==> src/include/memCtrl_consts.svh <==
`ifndef MEMCTRL_CONSTS_SVH
`define MEMCTRL_CONSTS_SVH

//////////////////////////////
// command tags
//////////////////////////////

`define TAG_REQUEST 16'hAAAA // init block
`define TAG_CAM     16'hBBBB // camera block
`define TAG_OBJ     16'hEEEE // object header block
`define TAG_VRTX    16'h9999 // vertex block, count word follows
`define TAG_CLS_OBJ 16'h8888 // close object
`define TAG_TMATRIX 16'hABCD // transform matrix

//////////////////////////////
// reply tags
//////////////////////////////

`define TAG_FINAL   16'hFFFF // closing word of every block
`define TAG_ERROR   16'h1414 // closing word was wrong

//////////////////////////////
// block sizes in words
//////////////////////////////

// vertex blocks are sized from the count word instead
`define SIZE_INIT    2
`define SIZE_CAM     5
`define SIZE_OBJ     14
`define SIZE_MATRIX  12
`define SIZE_CLS_OBJ 1

//////////////////////////////
// queue
//////////////////////////////

`define FIFO_DEPTH 4 // words between assembler and writer

`endif
==> src/verilog/hostPkg.sv <==
package hostPkg;

  //////////////////////////////
  // uart side
  //////////////////////////////

  typedef logic [7:0]  uartByte; // one byte on the wire
  typedef logic [15:0] hostWord; // command tag or data word

  // block writer FSM
  typedef enum logic [2:0] {
    idle,       // waiting for a tag
    ackTag,     // complemented tag goes back
    getCount,   // vertex count word
    getAddress, // block start address
    writeData,  // data words, then closing word
    waitAck,    // sram write in flight
    reply       // echo or error tag goes back
  } writerState;

endpackage

==> src/verilog/sramPkg.sv <==
package sramPkg;

  //////////////////////////////
  // memory side
  //////////////////////////////

  typedef logic [21:0] sramAddr; // word address

  // one write request, address in the upper bits
  typedef struct packed {
    sramAddr          addr; // target word
    hostPkg::hostWord data; // value stored there
  } sramWriteReq;

endpackage

==> src/verilog/memCtrlTop.sv <==
`timescale 1ns/1ps

module memCtrlTop (
  input  logic                 iClock,
  input  logic                 rst,
  input  hostPkg::uartByte     rxByte,
  input  logic                 rxReady,
  input  logic                 rxError,
  output hostPkg::uartByte     txByte,
  output logic                 txReady,
  input  logic                 txSent,
  output sramPkg::sramWriteReq sramReq,
  output logic                 sramWrite,
  input  logic                 sramAck
);
  import hostPkg::*;

  hostWord rxWord;      // assembler to queue
  logic    rxWordValid;
  hostWord fifoWord;    // queue head
  logic    fifoEmpty;
  logic    fifoPop;
  hostWord replyWord;   // writer to serializer
  logic    replyStart;
  logic    txBusy;

  rxWordAssembler rxWordAssembler_inst (
    .iClock, .rst, .rxByte, .rxReady, .rxError, .rxWord, .rxWordValid
  );

  wordFifo wordFifo_inst (
    .iClock, .rst,
    .pushWord (rxWord), .push (rxWordValid),
    .pop (fifoPop), .popWord (fifoWord), .empty (fifoEmpty)
  );

  blockWriter blockWriter_inst (
    .iClock, .rst,
    .word (fifoWord), .empty (fifoEmpty), .pop (fifoPop),
    .sramReq, .sramWrite, .sramAck,
    .replyWord, .replyStart, .txBusy
  );

  txWordSerializer txWordSerializer_inst (
    .iClock, .rst, .replyWord, .replyStart, .txSent, .txByte, .txReady, .txBusy
  );

endmodule

==> src/verilog/txWordSerializer.sv <==
`timescale 1ns/1ps

module txWordSerializer (
  input  logic             iClock,
  input  logic             rst,
  input  hostPkg::hostWord replyWord,
  input  logic             replyStart,
  input  logic             txSent,
  output hostPkg::uartByte txByte,
  output logic             txReady,
  output logic             txBusy
);
  import hostPkg::*;

  uartByte lowByte;    // held until the high byte has left
  logic    lowPending; // high byte out, low byte still to send

  //////////////////////////////
  // high byte first
  //////////////////////////////

  always_ff @(posedge iClock) begin
    if (rst) begin
      txReady    <= 1'b0;
      txBusy     <= 1'b0;
      lowPending <= 1'b0;
    end else begin
      txReady <= 1'b0;
      if (!txBusy) begin
        if (replyStart) begin
          txByte     <= replyWord[15:8];
          lowByte    <= replyWord[7:0];
          txReady    <= 1'b1;
          txBusy     <= 1'b1;
          lowPending <= 1'b1;
        end
      end else if (txSent) begin
        if (lowPending) begin
          txByte     <= lowByte;
          txReady    <= 1'b1;
          lowPending <= 1'b0;
        end else begin
          txBusy <= 1'b0; // second byte gone
        end
      end
    end
  end

endmodule

==> src/verilog/blockWriter.sv <==
`timescale 1ns/1ps

`include "memCtrl_consts.svh"

module blockWriter (
  input  logic                iClock,
  input  logic                rst,
  input  hostPkg::hostWord    word,
  input  logic                empty,
  output logic                pop,
  output sramPkg::sramWriteReq sramReq,
  output logic                sramWrite,
  input  logic                sramAck,
  output hostPkg::hostWord    replyWord,
  output logic                replyStart,
  input  logic                txBusy
);
  import hostPkg::*;
  import sramPkg::*;

  writerState state;
  hostWord    curTag;       // tag of the running command
  sramAddr    size;         // block length in words
  sramAddr    curAddr;
  sramAddr    stopAddr;     // where the closing word belongs
  logic       skipFinal;    // closing word is not stored
  logic       finalPending; // current write is the closing word
  logic       knownTag;
  logic       tagSkip;
  sramAddr    tagSize;
  logic       atStop;

  //////////////////////////////
  // tag decode
  //////////////////////////////

  always_comb begin
    knownTag = 1'b1;
    tagSkip  = 1'b0;
    tagSize  = '0;
    case (word)
      `TAG_REQUEST: tagSize = sramAddr'(`SIZE_INIT);
      `TAG_CAM:     tagSize = sramAddr'(`SIZE_CAM);
      `TAG_OBJ:     tagSize = sramAddr'(`SIZE_OBJ);
      `TAG_VRTX:    tagSize = '0; // set later from the count word
      `TAG_CLS_OBJ: begin
        tagSize = sramAddr'(`SIZE_CLS_OBJ);
        tagSkip = 1'b1;
      end
      `TAG_TMATRIX: begin
        tagSize = sramAddr'(`SIZE_MATRIX);
        tagSkip = 1'b1;
      end
      default:      knownTag = 1'b0; // popped and ignored
    endcase
  end

  // only states that consume a word pop the queue
  always_comb begin
    case (state)
      idle, getCount, getAddress, writeData: pop = !empty;
      default:                               pop = 1'b0;
    endcase
  end

  assign replyStart = ((state == ackTag) || (state == reply)) && !txBusy;
  assign atStop     = (curAddr == stopAddr);

  //////////////////////////////
  // command FSM
  //////////////////////////////

  always_ff @(posedge iClock) begin
    if (rst) begin
      state        <= idle;
      sramWrite    <= 1'b0;
      skipFinal    <= 1'b0;
      finalPending <= 1'b0;
    end else begin
      case (state)
        idle: if (!empty && knownTag) begin
          curTag    <= word;
          replyWord <= ~word; // acknowledge
          size      <= tagSize;
          skipFinal <= tagSkip;
          state     <= ackTag;
        end
        ackTag: if (!txBusy) begin
          state <= (curTag == `TAG_VRTX) ? getCount : getAddress;
        end
        getCount: if (!empty) begin
          size  <= sramAddr'(word) * 22'd3 + 22'd1; // xyz per vertex plus one
          state <= getAddress;
        end
        getAddress: if (!empty) begin
          curAddr  <= sramAddr'(word);
          stopAddr <= sramAddr'(word) + size;
          state    <= writeData;
        end
        writeData: if (!empty) begin
          if (!atStop) begin
            sramReq      <= '{addr: curAddr, data: word};
            sramWrite    <= 1'b1;
            curAddr      <= curAddr + 1'b1;
            finalPending <= 1'b0;
            state        <= waitAck;
          end else if (word == `TAG_FINAL) begin
            replyWord <= curTag; // echo
            if (skipFinal) begin
              state <= reply;
            end else begin
              sramReq      <= '{addr: stopAddr, data: word};
              sramWrite    <= 1'b1;
              finalPending <= 1'b1;
              state        <= waitAck;
            end
          end else begin
            replyWord <= `TAG_ERROR;
            state     <= reply;
          end
        end
        waitAck: if (sramAck) begin
          sramWrite <= 1'b0;
          state     <= finalPending ? reply : writeData;
        end
        reply: if (!txBusy) state <= idle;
        default: state <= idle;
      endcase
    end
  end

endmodule

==> src/verilog/wordFifo.sv <==
`timescale 1ns/1ps

`include "memCtrl_consts.svh"

module wordFifo #(
  parameter int depth = `FIFO_DEPTH
) (
  input  logic             iClock,
  input  logic             rst,
  input  hostPkg::hostWord pushWord,
  input  logic             push,
  input  logic             pop,
  output hostPkg::hostWord popWord,
  output logic             empty
);
  import hostPkg::*;

  localparam int ptrBits = $clog2(depth);
  localparam logic [ptrBits:0] fullCount = (ptrBits + 1)'(depth);

  hostWord            mem [depth]; // no reset on storage
  logic [ptrBits-1:0] rdPtr;
  logic [ptrBits-1:0] wrPtr;
  logic [ptrBits:0]   count;
  logic               doPush;
  logic               doPop;

  assign doPush  = push && (count != fullCount); // full queue loses the word
  assign doPop   = pop && (count != '0);
  assign popWord = mem[rdPtr];
  assign empty   = (count == '0);

  always_ff @(posedge iClock) begin
    if (rst) begin
      rdPtr <= '0;
      wrPtr <= '0;
      count <= '0;
    end else begin
      if (doPush) wrPtr <= wrPtr + 1'b1; // wraps, depth is a power of two
      if (doPop) rdPtr <= rdPtr + 1'b1;
      case ({doPush, doPop})
        2'b10:   count <= count + 1'b1;
        2'b01:   count <= count - 1'b1;
        default: count <= count;
      endcase
    end
  end

  always_ff @(posedge iClock) begin
    if (doPush) mem[wrPtr] <= pushWord;
  end

endmodule

==> src/verilog/rxWordAssembler.sv <==
`timescale 1ns/1ps

module rxWordAssembler (
  input  logic             iClock,
  input  logic             rst,
  input  hostPkg::uartByte rxByte,
  input  logic             rxReady,
  input  logic             rxError,
  output hostPkg::hostWord rxWord,
  output logic             rxWordValid
);
  import hostPkg::*;

  uartByte highByte; // first byte of the pair
  logic    lowPhase; // next byte is the low one

  always_ff @(posedge iClock) begin
    if (rst) begin
      lowPhase    <= 1'b0;
      rxWordValid <= 1'b0;
    end else begin
      rxWordValid <= 1'b0;
      if (rxReady) begin
        if (rxError) begin
          lowPhase <= 1'b0; // drop byte, resync to high
        end else if (!lowPhase) begin
          highByte <= rxByte;
          lowPhase <= 1'b1;
        end else begin
          rxWord      <= {highByte, rxByte};
          rxWordValid <= 1'b1;
          lowPhase    <= 1'b0;
        end
      end
    end
  end

endmodule

==> config.mk <==
export PLATFORM = sky130hd
export DESIGN_NAME = memCtrlTop
export DESIGN_NICKNAME = d
export VERILOG_FILES = /design/src/verilog/hostPkg.sv /design/src/verilog/sramPkg.sv /design/src/verilog/memCtrlTop.sv /design/src/verilog/txWordSerializer.sv /design/src/verilog/blockWriter.sv /design/src/verilog/wordFifo.sv /design/src/verilog/rxWordAssembler.sv
export VERILOG_INCLUDE_DIRS = /design/src /design/src/include
export SDC_FILE = /design/constraint.sdc
export NUM_CORES = 1
export LEC_CHECK = 0
export BUFFER_PORTS_ARGS = -buffer_cell sky130_fd_sc_hd__buf_2
export CAP_MARGIN = 10
export CORE_ASPECT_RATIO = 1.1
export CORE_MARGIN = 2
export CORE_UTILIZATION = 59
export DETAILED_ROUTE_END_ITERATION = 12
export PLACE_DENSITY = 0.74
export REMOVE_ABC_BUFFERS = 1
export SYNTH_ARGS = -nofsm -noshare
export SYNTH_HDL_FRONTEND = slang
export SYNTH_SLANG_ARGS = --single-unit
export TNS_END_PERCENT = 30
==> constraint.sdc <==
create_clock -name iClock -period 14.35 [get_ports iClock]
set_clock_uncertainty 0.05 [all_clocks]
set_input_delay 2.87 -clock iClock [delete_from_list [all_inputs] [get_ports iClock]]
set_output_delay 2.87 -clock iClock [all_outputs]
set_load 0.02 [all_outputs]
## Word-level counts from Yosys, hierarchy flattened

Memories as Yosys holds them, arrays and structs flattened. A register that Yosys moved wholly into a read port is not among the register bits.
Index checks and enable logic that the tools add are counted.

- Multiplexer cells: 60
- Bitwise gates (word level): 7
- Reductions and logical operators: 35
- Equal/unequal tests: 33
- $add $sub $neg: 7
- $mul: 1

Operator list:

| kind | number |
|---|---|
| == test 16 bit (second input constant) | 8 |
| 2-to-1 mux 38 bit | 3 |
| 2-to-1 mux 22 bit | 5 |
| one-hot mux 22 bit (2 select lines) | 2 |
| 2-to-1 mux 16 bit | 4 |
| 2-to-1 mux 8 bit | 4 |
| one-hot mux 16 bit (2 select lines) | 1 |
| 2-to-1 mux 1 bit | 24 |
| 2-to-1 mux 3 bit | 8 |
| adder 16 x 22 -> 22 bit | 1 |
| adder 22 x 1 -> 22 bit (second input constant) | 1 |
| == test 22 bit | 1 |
| != test 2 bit (second input constant) | 11 |
| one-hot mux 3 bit (7 select lines) | 1 |
| one-hot mux 4 bit (5 select lines) | 1 |
| AND reduction 4 bit | 5 |
| AND reduction 5 bit | 4 |
| adder 18 x 1 -> 19 bit (second input constant) | 1 |
| multiplier 16 x 2 -> 18 bit (second input constant) | 1 |
| NOT 16 bit | 1 |
| nonzero test 2 bit | 6 |
| 2-to-1 mux 2 bit | 5 |
| == test 3 bit (second input constant) | 3 |
| != test 3 bit (second input constant) | 3 |
| 23 further kinds | 39 |

- Memories kept: 1
- Input bits: 14
- Output and inout port bits: 48
- Word-level logic and storage cells: 167
- Memory bits (writable): 64
- Flip-flop bits (word level): 194

Memory list:

| memory | depth | width | rd ports | clocked after Yosys merged registers in | wr ports | RTL line | source |
|---|---|---|---|---|---|---|---|
| wordFifo_inst.mem | 4 | 16 | 1 | 1 | 1 | wordFifo.sv:21 | `hostWord mem [depth];` |

## Depth between registers and ports, before layout

- Depth in word-level cells: 6
- Gate-level depth with buffers: 11
- Depth with buffers taken out: 9

## By module

Synthesis repeated with hierarchy kept, for this count alone.

- Cell total of the unflattened synthesis: 848
- Area, all modules: 11691.2 sq um

By module, submodules not included:

| module | area an instance (sq um) | sequential area each (sq um) | cells each | instances |
|---|---|---|---|---|
| blockWriter | 7329.5 | 3993.8 | 642 | 1 |
| wordFifo | 2829.0 | 2102.0 | 137 | 1 |
| rxWordAssembler | 823.3 | 760.7 | 31 | 1 |
| txWordSerializer | 709.4 | 540.5 | 38 | 1 |

## Least setup slack after synthesis

Ideal clock, no wire load.

- Kind: input -> register
- Start: in rst
- End: reg blockWriter_inst.size[0] (enable)
- Stages on the path: 3
- Path buffers: 1
- Arrival: 6.274 ns
- Library setup time: 0.493 ns
- Data required time: 13.807 ns
- Path slack: 7.533 ns
- Path through: or2_2 clkbuf_1 a2111oi_0

- Word-level cells in the longest chain between the ends: 2

RTL lines:

| item | RTL line | source |
|---|---|---|
| start: declaration | memCtrlTop.sv:5 | `input logic rst,` |
| NOT 1 bit (no line) | n/a |  |
| AND reduction 4 bit (no line) | n/a |  |
| end signal: assignment | blockWriter.sv:84 | `size <= tagSize;` |
| end signal: assignment | blockWriter.sv:92 | `size <= sramAddr'(word) * 22'd3 + 22'd1;` |
| end: declaration | blockWriter.sv:23 | `sramAddr size;` |

No other way between the ends.
A chain may end at the register's enable or synchronous reset.

## Final worst setup path

- Start: in rst
- End: reg txWordSerializer_inst.txByte[5] (enable)

- Word-level cells in the longest chain between the ends: 2

RTL lines:

| item | RTL line | source |
|---|---|---|
| NOT 1 bit (no line) | n/a |  |
| AND reduction 4 bit (no line) | n/a |  |
| end signal: assignment | txWordSerializer.sv:31 | `txByte <= replyWord[15:8];` |
| end signal: assignment | txWordSerializer.sv:39 | `txByte <= lowByte;` |
| end: declaration | txWordSerializer.sv:9 | `output hostPkg::uartByte txByte,` |

No other way between the ends.

==> metrics.csv <==
metric;value;unit
chip width;138;um
Post-synth top cells;edfxtp_1, nor2_1, ha_1, a21oi_1, nand2_1;
Power Density;161;mW/mm^2
slowest stage delay, CP;0.67;ns
Req. time, crit path;14.47;ns
CP Cell Sequence;buf_2 -> nor3_2 -> a21oi_1 -> a21oi_1;
Hold Violations, Final;0;
Reg-to-Reg End;blockWriter_inst.sramReq[34];
register bit total from synthesis;253;
Area Growth Syn to Fin;12.0;%
Critical Path End Type;register;
Primary FF master, synth;edfxtp_1;
Post-CTS Setup Inserts;0;
drt total wl;23500;um
CTS H-tree depth;1;
Syn Area/Cell;13.5;sq um
Row Count;53;
Tmin final;4.45;ns
largest net degree at the start of global routing;39;
YS warnings;0;
nets;981;
Worst EP arrival;4.57;ns
GPL Wtd Cong;0.939;
Final Util;0.677;
Top Ports;62;
TritonRoute pass-1 iters;5;
slowest CP cell;nor3_2;
CTS Buf Count;26;
slack of the worst reg-to-reg path;10.14;ns
Starting Density;0.605;
die height;151;um
maximum buffer depth of the clock tree;3;
# hold bufs at CTS;0;
clock latency on the worst-skew pair;0.54;ns
Worst slew margin;0.238;
buffers added on ports;61;
R2R depth;6;
CTS tree;done;
vias in the first global route;7065;
cells after synthesis;857;
unrepaired setup endpoints after global routing;false;
grt ovf;0;
crit path from;rst;
gr usage total;0.231;
peak supply drop;0.000143;V
HP Class;register to register;
clk sinks;253;
final setup violation count;0;
max-slew violations;0;
max frequency;0.225;GHz
DRC Markers;0;
most frequent cell after synthesis;edfxtp_1;
routed vias/inst;5.95;
Final TNS setup;0;ns
proportion of layout cells with a drive suffix above 1;0.152;
Post-synth EDFFs;233;
initial antenna violation count;0;
end of the critical path;txWordSerializer_inst.txByte[5];
post-synth top area cell;edfxtp_1;
Die ar.;0.0208;sq mm
Area contributors post-synth;edfxtp_1, ha_1, dfxtp_1;
Max Fanout on Critical Path;21;
Core ar.;0.0192;sq mm
fraction of the yosys area taken by sequential cells;0.638;
overall power;0.00209;W
worst-margin pin slew;1.14;ns
Leakage;4.66;nW
Vias;7003;
outcome;finished clean;
Clock transition at path regs;0.06;ns
first-pass GRT wire length;36500;um
WS Path Type;input pin to register;
CP most frequent cell;a21oi_1;
fin crit share;0.310;
Routed Antenna Nets;0;
average wire per standard cell;20.0;um
post-CTS sizing;0;
distinct cell type count after synthesis;58;
diode count;0;
area share of the largest cell type after synthesis;0.604;
placed wire-length estimate;16400;um
CP Launch Type;input pin;
Detailed Route Iter0 Violations;435;
Synth async-reset ratio;0;
max_cap viols;0;
Mapped Area;0.0116;sq mm
root buf cell;clkbuf_16;
Hold Path Stages;0;
[per-stage QoR]
stage	instance area [sq um]	hold slack (ns)	setup slack [ns]	instances
2_1_floorplan	11400	0.350	7.61	813
3_3_place_gp	12100	0.353	9.10	1126
3_5_place_dp	12100	0.358	8.93	1126
4_1_cts	13000	0.372	9.42	1174
5_1_grt	13000	0.372	9.63	1176
6_report	13000	0.369	9.90	1176
[how the worst min path moves through the flow]
stage,from,to,slack [ns]
2_1_floorplan,rxWordAssembler_inst.highByte[2],rxWordAssembler_inst.rxWord[10],0.35
3_3_place_gp,rxWordAssembler_inst.highByte[0],rxWordAssembler_inst.rxWord[8],0.35
3_5_place_dp,rxWordAssembler_inst.highByte[7],rxWordAssembler_inst.rxWord[15],0.36
4_1_cts,rxWordAssembler_inst.highByte[7],rxWordAssembler_inst.rxWord[15],0.37
5_1_grt,rxWordAssembler_inst.highByte[3],rxWordAssembler_inst.rxWord[11],0.37
6_report,rxWordAssembler_inst.highByte[7],rxWordAssembler_inst.rxWord[15],0.37
[cell type report]
| type | instances | area, sq um |
|---|---|---|
| clock buffers | 31 | 669 |
| flip-flops and latches | 253 | 7400 |
| multi-input cells | 527 | 3940 |
| clock inverters | 17 | 185 |
| fillers | 1299 | 6180 |
| well taps | 247 | 309 |
| repair buffers | 68 | 363 |
| inverters | 33 | 124 |
[report_power, final]
part	internal (W)	total (W)	switching, W	leakage [nW]
combinational	0.000226	0.000579	0.000353	1.98
sequential	0.000837	0.000849	0.0000117	2.27
clock	0.000391	0.000666	0.000275	0.419
total	0.00145	0.00209	0.000639	4.66
[registers in the layout, indices dropped and copies added (netlist names), 16 cells and up, named ones only]
name / cells
blockWriter_inst.curAddr: 22
blockWriter_inst.curTag: 16
blockWriter_inst.replyWord: 16
blockWriter_inst.size: 18
blockWriter_inst.sramReq: 38
blockWriter_inst.stopAddr: 19
rxWordAssembler_inst.rxWord: 16
wordFifo_inst.mem: 64
[placed cells by master (no fill, tap or decap), types with 4 or more instances in the layout]
cell type / netlist / routed
nor2_1: 76 / 75
nor2b_1: 5 / 5
mux4_2: 12 / 12
mux2_2: 8 / 8
o21ai_0: 37 / 37
nor4_1: 6 / 6
clkinv_1: 0 / 4
and2_1: 7 / 7
xnor2_1: 33 / 33
ha_1: 55 / 55
buf_4: 0 / 5
and4_1: 4 / 4
mux4_1: 4 / 4
o21a_1: 8 / 8
dfxtp_1: 20 / 20
xor2_1: 29 / 29
inv_1: 33 / 33
clkinv_2: 0 / 4
nand2_1: 43 / 43
edfxtp_1: 233 / 233
nor3_1: 20 / 18
clkbuf_16: 0 / 26
nand2b_1: 4 / 4
a211oi_1: 7 / 7
nand4_1: 15 / 15
clkbuf_1: 34 / 5
or3_1: 11 / 11
nand3_1: 12 / 12
a21oi_1: 52 / 51
a21o_1: 22 / 22
buf_2: 6 / 62
and3_1: 8 / 8
nor4bb_1: 6 / 5
[cells by family after synthesis]
| logic type | after synthesis | synth area share |
|---|---|---|
| buffers and inverters | 77 | 0.0263 |
| adders and majority gates | 58 | 0.0646 |
| and+or+nand+nor | 223 | 0.0946 |
| AOI/OAI and AO/OA | 157 | 0.0866 |
| xor gates and xnor gates | 62 | 0.0469 |
| DFF | 253 | 0.638 |
| muxes | 27 | 0.0428 |
[worst max-delay path, delay by kind of cell]
family	cells	cell delay (ns)
AND/OR/NAND/NOR	1	0.67
buffers and inverters	1	0.24
AO/OA/AOI/OAI	2	0.78
[metal layers]
| layer | track usage | vias to the layer above | part of all wire |
|---|---|---|---|
| met5 | 0 | - | 0 |
| met4 | 0.0964 | 0 | 0.037 |
| met3 | 0.0308 | 64 | 0.048 |
| met2 | 0.427 | 240 | 0.53 |
| met1 | 0.268 | 3394 | 0.39 |
| li1 | - | 3305 | - |
(Power assumes the default switching activity.)
